## config.mk

```make
export PLATFORM = sky130hd
export DESIGN_NAME = csr_unit
export DESIGN_NICKNAME = d
export VERILOG_FILES = /design/src/hdl/csr_pkg.sv /design/src/hdl/csr_unit.sv /design/src/hdl/trap_ctrl.sv /design/src/hdl/csr_counters.sv /design/src/hdl/csr_regs.sv
export SDC_FILE = /design/constraint.sdc
export NUM_CORES = 1
export LEC_CHECK = 0
export BUFFER_PORTS_ARGS = -buffer_cell sky130_fd_sc_hd__buf_2
export CAP_MARGIN = 5
export CORE_MARGIN = 2
export CORE_UTILIZATION = 54
export CTS_BUF_LIST = sky130_fd_sc_hd__clkbuf_8
export CTS_CLUSTER_SIZE = 30
export DETAILED_ROUTE_END_ITERATION = 12
export GPL_ROUTABILITY_DRIVEN = 1
export PLACE_DENSITY = 0.78
export RECOVER_POWER = 25
export SYNTH_ARGS = -nofsm -noshare
export SYNTH_HDL_FRONTEND = slang
export SYNTH_SLANG_ARGS = --single-unit
```

## constraint.sdc

```tcl
create_clock -name clk -period 3.4 [get_ports clk]
set_input_delay 0.17 -clock clk [delete_from_list [all_inputs] [get_ports clk]]
set_output_delay 0.17 -clock clk [all_outputs]
set_load 0.05 [all_outputs]
```

## src/hdl/csr_pkg.sv

```systemverilog
package csr_pkg;

  localparam int xlen = 32;
  localparam int cnt_w = 2 * xlen;

  typedef enum logic [11:0] {
    csr_mstatus   = 12'h300,
    csr_misa      = 12'h301,
    csr_mie       = 12'h304,
    csr_mtvec     = 12'h305,
    csr_mscratch  = 12'h340,
    csr_mepc      = 12'h341,
    csr_mcause    = 12'h342,
    csr_mtval     = 12'h343,
    csr_mip       = 12'h344,
    csr_mcycle    = 12'hb00,
    csr_minstret  = 12'hb02,
    csr_mcycleh   = 12'hb80,
    csr_minstreth = 12'hb82
  } csr_addr_e;

  typedef enum logic [3:0] {
    exc_instr_misalign = 4'd0,
    exc_illegal_instr  = 4'd2,
    exc_breakpoint     = 4'd3,
    exc_load_misalign  = 4'd4,
    exc_store_misalign = 4'd6,
    exc_ecall_m        = 4'd11
  } exc_cause_e;

  // Interrupt codes overlap breakpoint and ecall in mcause[3:0]
  localparam exc_cause_e irq_m_soft  = exc_cause_e'(4'd3);
  localparam exc_cause_e irq_m_timer = exc_cause_e'(4'd7);
  localparam exc_cause_e irq_m_ext   = exc_cause_e'(4'd11);

  typedef struct packed {
    logic       sd;
    logic [7:0] wpri3;
    logic       tsr;
    logic       tw;
    logic       tvm;
    logic       mxr;
    logic       sum;
    logic       mprv;
    logic [1:0] xs;
    logic [1:0] fs;
    logic [1:0] mpp;
    logic [1:0] wpri2;
    logic       spp;
    logic       mpie;
    logic       wpri1;
    logic       spie;
    logic       upie;
    logic       mie;
    logic       wpri0;
    logic       sie;
    logic       uie;
  } mstatus_t;

  typedef struct packed {
    logic [1:0]  mxl;
    logic [3:0]  wlrl;
    logic [25:0] ext;  // Bit 0 is A, bit 25 is Z
  } misa_t;

  typedef struct packed {
    logic [19:0] res_hi;
    logic        meie;
    logic        res2;
    logic        seie;
    logic        ueie;
    logic        mtie;
    logic        res1;
    logic        stie;
    logic        utie;
    logic        msie;
    logic        res0;
    logic        ssie;
    logic        usie;
  } mie_t;

  typedef struct packed {
    logic [19:0] res_hi;
    logic        meip;
    logic        res2;
    logic        seip;
    logic        ueip;
    logic        mtip;
    logic        res1;
    logic        stip;
    logic        utip;
    logic        msip;
    logic        res0;
    logic        ssip;
    logic        usip;
  } mip_t;

  typedef struct packed {
    logic            rden;
    csr_addr_e       raddr;
    logic            wren;
    csr_addr_e       waddr;
    logic [xlen-1:0] wdata;
    logic            retire;
    logic            exc;
    exc_cause_e      ecause;
    logic [xlen-1:0] epc;
    logic [xlen-1:0] etval;
    logic            mret;
  } csr_req_t;

  typedef struct packed {
    logic [xlen-1:0] rdata;
    logic            trap;
    logic            mret_done;
    logic [xlen-1:0] trap_pc;
    logic [xlen-1:0] ret_pc;
  } csr_rsp_t;

  typedef struct packed {
    logic       take;
    logic       is_irq;
    exc_cause_e cause;
  } trap_take_t;

  // Writable bits per register
  localparam logic [xlen-1:0] mstatus_mask = 32'h007f_f9bb;
  localparam logic [xlen-1:0] misa_mask    = 32'hc3ff_ffff;
  localparam logic [xlen-1:0] mie_mask     = 32'h0000_0bbb;
  localparam logic [xlen-1:0] mip_sw_mask  = 32'h0000_0333;  // S and U pending bits only
  localparam logic [xlen-1:0] mtvec_mask   = 32'hffff_fffd;  // Modes 0 and 1 only
  localparam logic [xlen-1:0] mepc_mask    = 32'hffff_fffc;  // No compressed ISA
  localparam logic [xlen-1:0] mcause_mask  = 32'h8000_000f;

  localparam mstatus_t mstatus_rst = 32'h0000_1800;  // mpp = M
  localparam misa_t    misa_rst    = 32'h4000_1100;  // RV32IM
  localparam logic [xlen-1:0] mtvec_rst = 32'h0000_0000;

endpackage
```

## src/hdl/csr_unit.sv

```systemverilog
`timescale 1ns/1ps

module csr_unit
  import csr_pkg::*;
(
  input  logic     clk,
  input  logic     rst,
  input  csr_req_t req,
  input  logic     irq_ext,
  input  logic     irq_timer,
  input  logic     irq_soft,
  output csr_rsp_t rsp
);

  trap_take_t       take;
  mip_t             mip;
  mie_t             mie;
  logic             mstatus_mie;
  logic [xlen-1:0]  mtvec;
  logic [xlen-1:0]  mcause;
  logic [xlen-1:0]  mepc;
  logic [xlen-1:0]  rdata;
  logic [xlen-1:0]  trap_pc;
  logic             trap;
  logic             mret_done;
  logic [cnt_w-1:0] mcycle;
  logic [cnt_w-1:0] minstret;

  csr_regs i_csr_regs (
    .clk         (clk),
    .rst         (rst),
    .req         (req),
    .take        (take),
    .mip         (mip),
    .mcycle      (mcycle),
    .minstret    (minstret),
    .mstatus_mie (mstatus_mie),
    .mie         (mie),
    .mtvec       (mtvec),
    .mcause      (mcause),
    .mepc        (mepc),
    .rdata       (rdata),
    .trap        (trap),
    .mret_done   (mret_done)
  );

  csr_counters i_csr_counters (
    .clk      (clk),
    .rst      (rst),
    .req      (req),
    .mcycle   (mcycle),
    .minstret (minstret)
  );

  trap_ctrl i_trap_ctrl (
    .clk         (clk),
    .rst         (rst),
    .req         (req),
    .irq_ext     (irq_ext),
    .irq_timer   (irq_timer),
    .irq_soft    (irq_soft),
    .mstatus_mie (mstatus_mie),
    .mie         (mie),
    .mtvec       (mtvec),
    .mcause      (mcause),
    .take        (take),
    .mip         (mip),
    .trap_pc     (trap_pc)
  );

  assign rsp = '{rdata: rdata, trap: trap, mret_done: mret_done,
                 trap_pc: trap_pc, ret_pc: mepc};

endmodule

```

## src/hdl/trap_ctrl.sv

```systemverilog
`timescale 1ns/1ps

module trap_ctrl
  import csr_pkg::*;
(
  input  logic            clk,
  input  logic            rst,
  input  csr_req_t        req,
  input  logic            irq_ext,
  input  logic            irq_timer,
  input  logic            irq_soft,
  input  logic            mstatus_mie,
  input  mie_t            mie,
  input  logic [xlen-1:0] mtvec,
  input  logic [xlen-1:0] mcause,
  output trap_take_t      take,
  output mip_t            mip,
  output logic [xlen-1:0] trap_pc
);

  mip_t            mip_q;
  logic [xlen-1:0] base;

  always_ff @(posedge clk) begin
    if (!rst) begin
      mip_q <= '0;
    end else begin
      if (req.wren && (req.waddr == csr_mip)) begin
        mip_q <= mip_t'(req.wdata & mip_sw_mask);
      end
      mip_q.meip <= irq_ext;  // Lines sampled every cycle
      mip_q.mtip <= irq_timer;
      mip_q.msip <= irq_soft;
    end
  end

  // Fixed priority: exception, external, timer, software
  always_comb begin
    take = '0;
    if (req.exc) begin
      take.take  = 1'b1;
      take.cause = req.ecause;
    end else if (mstatus_mie) begin
      if (mie.meie && mip_q.meip) begin
        take.take   = 1'b1;
        take.is_irq = 1'b1;
        take.cause  = irq_m_ext;
      end else if (mie.mtie && mip_q.mtip) begin
        take.take   = 1'b1;
        take.is_irq = 1'b1;
        take.cause  = irq_m_timer;
      end else if (mie.msie && mip_q.msip) begin
        take.take   = 1'b1;
        take.is_irq = 1'b1;
        take.cause  = irq_m_soft;
      end
    end
  end

  assign base = {mtvec[xlen-1:2], 2'b00};

  always_comb begin
    if (mtvec[1:0] == 2'b01 && mcause[xlen-1]) begin
      trap_pc = base + {mcause[xlen-3:0], 2'b00};  // Vectored
    end else begin
      trap_pc = base;
    end
  end

  assign mip = mip_q;

endmodule

```

## src/hdl/csr_counters.sv

```systemverilog
`timescale 1ns/1ps

module csr_counters
  import csr_pkg::*;
(
  input  logic             clk,
  input  logic             rst,
  input  csr_req_t         req,
  output logic [cnt_w-1:0] mcycle,
  output logic [cnt_w-1:0] minstret
);

  logic [cnt_w-1:0] mcycle_q;
  logic [cnt_w-1:0] minstret_q;

  // Half writes override the increment
  function automatic logic [cnt_w-1:0] count_next(
    input logic [cnt_w-1:0] cur,
    input logic             inc,
    input logic             wr_lo,
    input logic             wr_hi,
    input logic [xlen-1:0]  wdata
  );
    logic [cnt_w-1:0] nxt;
    nxt = cur + {{(cnt_w-1){1'b0}}, inc};
    if (wr_lo) begin
      nxt[xlen-1:0] = wdata;
    end
    if (wr_hi) begin
      nxt[cnt_w-1:xlen] = wdata;
    end
    return nxt;
  endfunction

  always_ff @(posedge clk) begin
    if (!rst) begin
      mcycle_q   <= '0;
      minstret_q <= '0;
    end else begin
      mcycle_q <= count_next(mcycle_q, 1'b1,
                             req.wren && (req.waddr == csr_mcycle),
                             req.wren && (req.waddr == csr_mcycleh), req.wdata);
      minstret_q <= count_next(minstret_q, req.retire,
                               req.wren && (req.waddr == csr_minstret),
                               req.wren && (req.waddr == csr_minstreth), req.wdata);
    end
  end

  assign mcycle   = mcycle_q;
  assign minstret = minstret_q;

endmodule

```

## src/hdl/csr_regs.sv

```systemverilog
`timescale 1ns/1ps

module csr_regs
  import csr_pkg::*;
(
  input  logic             clk,
  input  logic             rst,
  input  csr_req_t         req,
  input  trap_take_t       take,
  input  mip_t             mip,
  input  logic [cnt_w-1:0] mcycle,
  input  logic [cnt_w-1:0] minstret,
  output logic             mstatus_mie,
  output mie_t             mie,
  output logic [xlen-1:0]  mtvec,
  output logic [xlen-1:0]  mcause,
  output logic [xlen-1:0]  mepc,
  output logic [xlen-1:0]  rdata,
  output logic             trap,
  output logic             mret_done
);

  mstatus_t        mstatus_q;
  mstatus_t        mstatus_wr;
  misa_t           misa_q;
  mie_t            mie_q;
  logic [xlen-1:0] mtvec_q;
  logic [xlen-1:0] mscratch_q;
  logic [xlen-1:0] mepc_q;
  logic [xlen-1:0] mcause_q;
  logic [xlen-1:0] mtval_q;
  logic            trap_q;
  logic            mret_q;

  function automatic logic wr_hit(input csr_addr_e addr);
    return req.wren && (req.waddr == addr);
  endfunction

  // Masked mstatus write with sd as the dirty summary
  always_comb begin
    mstatus_wr = mstatus_t'(req.wdata & mstatus_mask);
    mstatus_wr.sd = (mstatus_wr.fs == 2'b11) || (mstatus_wr.xs == 2'b11);
  end

  always_ff @(posedge clk) begin
    if (!rst) begin
      mstatus_q <= mstatus_rst;
      misa_q    <= misa_rst;
      mie_q     <= '0;
      mtvec_q   <= mtvec_rst;
      mcause_q  <= '0;
      trap_q    <= 1'b0;
      mret_q    <= 1'b0;
    end else begin
      trap_q <= take.take;
      mret_q <= req.mret && !take.take;  // Trap wins over mret

      if (take.take) begin
        mstatus_q.mpie <= mstatus_q.mie;
        mstatus_q.mie  <= 1'b0;
      end else if (req.mret) begin
        mstatus_q.mie  <= mstatus_q.mpie;
        mstatus_q.mpie <= 1'b1;
      end else if (wr_hit(csr_mstatus)) begin
        mstatus_q <= mstatus_wr;
      end

      if (take.take) begin
        mcause_q <= {take.is_irq, {(xlen-5){1'b0}}, take.cause};
      end else if (wr_hit(csr_mcause)) begin
        mcause_q <= req.wdata & mcause_mask;
      end

      if (wr_hit(csr_misa)) begin
        misa_q <= misa_t'(req.wdata & misa_mask);
      end
      if (wr_hit(csr_mie)) begin
        mie_q <= mie_t'(req.wdata & mie_mask);
      end
      if (wr_hit(csr_mtvec)) begin
        mtvec_q <= req.wdata & mtvec_mask;
      end
    end
  end

  // Payload registers
  always_ff @(posedge clk) begin
    if (take.take) begin
      mepc_q  <= req.epc & mepc_mask;
      mtval_q <= req.etval;
    end else begin
      if (wr_hit(csr_mepc)) begin
        mepc_q <= req.wdata & mepc_mask;
      end
      if (wr_hit(csr_mtval)) begin
        mtval_q <= req.wdata;
      end
    end
    if (wr_hit(csr_mscratch)) begin
      mscratch_q <= req.wdata;
    end
  end

  always_comb begin
    rdata = '0;
    if (req.rden) begin
      case (req.raddr)
        csr_mstatus   : rdata = mstatus_q;
        csr_misa      : rdata = misa_q;
        csr_mie       : rdata = mie_q;
        csr_mtvec     : rdata = mtvec_q;
        csr_mscratch  : rdata = mscratch_q;
        csr_mepc      : rdata = mepc_q;
        csr_mcause    : rdata = mcause_q;
        csr_mtval     : rdata = mtval_q;
        csr_mip       : rdata = mip;
        csr_mcycle    : rdata = mcycle[xlen-1:0];
        csr_mcycleh   : rdata = mcycle[cnt_w-1:xlen];
        csr_minstret  : rdata = minstret[xlen-1:0];
        csr_minstreth : rdata = minstret[cnt_w-1:xlen];
        default       : rdata = '0;  // Unsupported address
      endcase
    end
  end

  assign mstatus_mie = mstatus_q.mie;
  assign mie         = mie_q;
  assign mtvec       = mtvec_q;
  assign mcause      = mcause_q;
  assign mepc        = mepc_q;
  assign trap        = trap_q;
  assign mret_done   = mret_q;

endmodule

```

### After elaboration in Yosys (flattened, before gate mapping)

Cells that the tools add are included.

| storage, ports and cells | value |
|---|---|
| bits in registers | 326 |
| input bits | 134 |
| output and inout port bits | 98 |
| word-level logic and storage cells | 131 |

| operators by class | value |
|---|---|
| add/sub/neg operators | 3 |
| eq/ne operators | 28 |
| mux-type cells | 24 |
| bitwise operators | 3 |
| reduce and logical (&&, ||, !) cells | 27 |

Operator list:

| cell | count |
|---|---|
| $pmux 32 s13 | 1 |
| $mux 32 | 12 |
| $eq 12x10->1 const B | 18 |
| $eq 12x12->1 const B | 8 |
| $add 64x1->64 | 1 |
| $add 64x1->64 const B | 1 |
| $add 32x6->32 | 1 |
| $mux 6 | 4 |
| $logic_and 1x1->1 | 18 |
| $mux 8 | 1 |
| $reduce_bool 2->1 | 4 |
| $mux 1 | 5 |
| $eq 2x2->1 const B | 2 |
| $mux 4 | 1 |
| $not 1->1 | 3 |
| $reduce_and 3->1 | 1 |
| $reduce_bool 3->1 | 1 |
| $reduce_or 2->1 | 1 |
| $logic_not 1->1 | 1 |
| $logic_or 1x1->1 | 1 |

### Longest topological paths before layout

| logic depth | value |
|---|---|
| depth in word-level cells | 8 |
| depth in mapped cells | 10 |
| mapped depth without buffers | 8 |

### Modules after synthesis

Synthesis repeated with hierarchy kept, for this count alone.

| unflattened totals | value |
|---|---|
| cell total of the unflattened synthesis | 2410 |
| area, all modules | 20435.8 um2 |

Modules (own cells, without submodules):

| module | instances | cells each | area an instance (um2) | seq. area each (um2) |
|---|---|---|---|---|
| csr_regs | 1 | 1201 | 10870.4 | 4724.5 |
| csr_counters | 1 | 847 | 7015.5 | 2562.5 |
| trap_ctrl | 1 | 360 | 2534.9 | 180.2 |
| csr_unit | 1 | 2 | 15.0 | 0.0 |

### Least setup slack after synthesis

OpenSTA, ideal clock, no wires.

| path | value |
|---|---|
| path kind | input port to flip-flop |
| start | in req[110] (netlist bit) |
| end | reg i_csr_regs.mepc_q[10], in the netlist i_csr_regs.mepc[10], enable pin |
| arrival | 3.096 ns |
| required time | 2.937 ns |
| slack | -0.158 ns |
| stages | 4 |
| buffers on the path | 1 |
| cells stage by stage | clkbuf_1 > nor3b_1 > nand3_1 > o31ai_1 |

| between the ends | value |
|---|---|
| cells in the longest elaborated chain, start to end | 3 |

Ends and longest elaborated chain:

| element | RTL line | RTL |
|---|---|---|
| start: declaration | csr_unit.sv:8 | `input csr_req_t req,` |
| $eq 12x10->1 | csr_regs.sv:36 | `return req.wren && (req.waddr == addr);` |
| $logic_and 1x1->1 | csr_regs.sv:36 |  |
| $reduce_bool 2->1 (no line) | n/a |  |
| end signal: assignment | csr_regs.sv:89 | `mepc_q <= req.epc & mepc_mask;` |
| end signal: assignment | csr_regs.sv:93 | `mepc_q <= req.wdata & mepc_mask;` |
| end: declaration | csr_regs.sv:29 | `logic [xlen-1:0] mepc_q;` |

No other way between the ends.
A chain may end at the register's enable or synchronous reset.

==> results.cfg <==
[floorplan]
die_w_um = 184
start_util_pct = 54.4
die_h_um = 184
core-area_um2 = 32300
io_pins = 232
rows = 66
design.die.area_um2 = 34000

[critical_path]
setup.worst_path.class = reg -> out
cp-startpoint = i_csr_regs.mtvec[9]
worstSetupEndpointType = primary output
cp_max_fo = 9
rr_startpoint = i_trap_ctrl.mip[11]
startpoint_type = flop
arrival_ns = 3.13
critPathRequiredTime_ns = 3.23

[drt]
ant_nets = 0
avgViaCountPerCell = 6.51
via_count = 18800
drc = 0
routed_wl_um = 73700
drt_iter0_markers = 2780
post_drt_wl_per_cell_um = 25.6
dr.pass1.iters = 7

[logic_synthesis]
avgSynthCellArea_um2 = 8.55
async_reset_ff_share_pct = 0
synth_edf_count = 94
yosysWarnings = 0
synth_seq_area_share_pct = 42.5
synth_area_um2 = 17600
synthDistinctLibCells = 70
ys.flop_type = dfxtp_1
ys_seq_elements = 326
synthCells = 2054

[cells_and_area]
area_delta_synth_final_pct = 23.7
final_util_pct = 67.2
drive_above_1_share_pct = 14.8
num_antenna_cells = 0
nets = 2536
instances_no_fill = 2883

[placed_design]
place.gp.congestion = 0.976
dp_hpwl_um = 49500
place_inst = 2639
io_buffers = 225

[sta]
layout_min_cycle_time_ns = 3.30
clock_skew_ns = 0.0306
tightest_slew_ns = 2.75
slew_headroom_pct = -83.7
slew_viol_final = 154
rsz0062_at_grt = false
final-setup-viol-count = 0
finalCritPeriodShare_pct = 96.9
fmax_ghz = 0.303
hold_violations = 0

[global_route]
grt_pass1_wl_um = 109000
grt_max_degree = 93
antenna_found_initial = 0
grt_pass1_vias = 18000
global_route.overflow_total = 0
grt_usage_pct = 43.0

[clock_tree]
cts_buffers = 56
cts.sinks = 326
clk_path_buf_depth = 3
clk_latency_ns = 0.68
clock-root-buffer = clkbuf_8
path_clk_slew_ns = 0.06
htreeDepth = 2
cts_tree = done

[min_path]
hold_path.class = in -> reg
min_from = req[105]

[power_and_ir_drop]
irDropWorstVdd_mv = 0.348
cellPowerDensity_nw_per_um2 = 407
leakage_nw = 8.08

[run]
drv_cap = 3

[status]
outcome = finished with violations
failed_checks = max-capacitance violations, max-slew violations
## layout by cell type (no fill, tap or decap), types with 67 or more instances in the layout
cell type      count
a21oi_1          143
buf_2            160
clkbuf_1          67
clkbuf_8          73
dfxtp_1          232
dlygate4sd3_1    139
edfxtp_1          94
mux2i_1           98
nand2_1          339
nand3_1           96
nor2_1           183
o21ai_0          108
xnor2_1           86
## stage by stage
step	setup TNS, ns	cell area, µm²	hold slack [ns]	total power [mW]	setup WS [ns]
after CTS	0	21800	0.00779	8.76	0.0492
after global placement	0	19200	0.381	4.84	0.479
after detailed placement	0	19200	0.382	4.85	0.484
final	0	21700	0.0443	8.84	0.104
after global routing	0	21700	0.0829	9.03	0.0604
after floorplan	-9.70	17600	0.242	4.55	-0.158
## power by group
group          total [mW]  switching (mW)  internal, mW  leakage [nW]
logic               0.824           0.537         0.287          4.61
clock network        3.89            1.80          2.08         0.698
registers            4.13          0.0577          4.07          2.77
## critical path, stage by stage (launching register included)
cell,delay [ns]
dfxtp_1,0.55
and4_1,0.29
nand3_1,0.13
or2_2,0.38
nand2b_1,0.32
nor3_1,0.26
xor2_1,0.21
buf_2,0.29
## cell families (layout without fill, tap and decap cells)
logic type,Yosys count,in the layout,synth area share (%)
flops,326,326,42.5
compound gates,442,442,15.8
xor+xnor,148,148,7.38
simple gates,849,849,22.7
fa+ha+maj,9,9,0.670
other cells,1,4,0.0214
mux,124,124,7.32
buf+inv,155,539,3.56
## flip-flops by register name (all words and copies together), names as in the netlist
name,count
i_csr_regs.misa_q,28
i_csr_regs.mret_done,1
i_csr_regs.mtvec,31
i_csr_regs.trap,1
i_csr_regs.mscratch_q,32
i_csr_regs.mie,9
i_csr_regs.mepc,30
i_csr_regs.mcause,5
i_csr_counters.mcycle,64
i_csr_regs.mstatus_q,19
i_csr_regs.mtval_q,32
i_csr_counters.minstret,64
i_csr_regs.mstatus_mie,1
i_trap_ctrl.mip,9
## worst paths after layout
path / end / slack, ns / cells after the start
worst min-delay path: i_csr_regs.mstatus_q[7] / 0.04 / 5
worst max register to register: i_csr_regs.mepc[10] / 0.38 / 7
worst max-delay path: rsp[59] / 0.10 / 7
worst min register to register: i_csr_regs.misa_q[2] / 0.46 / 2
## area by class of cell
cell class,count,area [µm²]
timing repair buffer,419,2860
clock buffer,73,1000
inverter,15,58.8
fill,2564,10600
multi-input combinational,1576,9560
clock inverter,32,199
tap,442,553
sequential,326,7470
## timing repair
action | 4_1_cts | 5_1_grt
hold buffers | 139 | 0
resized for setup | 0 | 3
endpoints found under the hold margin | 300 | 0
setup buffers | 0 | 0
setup endpoints to repair | 0 | 11
## Yosys cell counts, types with 46 or more instances
master | instances | area [µm²]
mux2i_1 | 98 | 981
nand2_1 | 340 | 1280
o21ai_0 | 109 | 546
nand3_1 | 98 | 490
a211oi_1 | 46 | 345
edfxtp_1 | 94 | 2820
dfxtp_1 | 232 | 4640
nor2_1 | 185 | 694
xnor2_1 | 86 | 753
nand4_1 | 46 | 288
clkbuf_1 | 108 | 405
a21oi_1 | 143 | 716
xor2_1 | 62 | 543
nor3_1 | 48 | 240
## per-layer routing
metal,wire [µm],global-route usage (%),part of all wire (%)
met4,3960,22.3,5.4
met1,27800,56.8,38
met5,0,0,0
met3,9670,10.8,13
met2,32300,65.2,44
No activity file was read; power rests on OpenSTA's default activity.
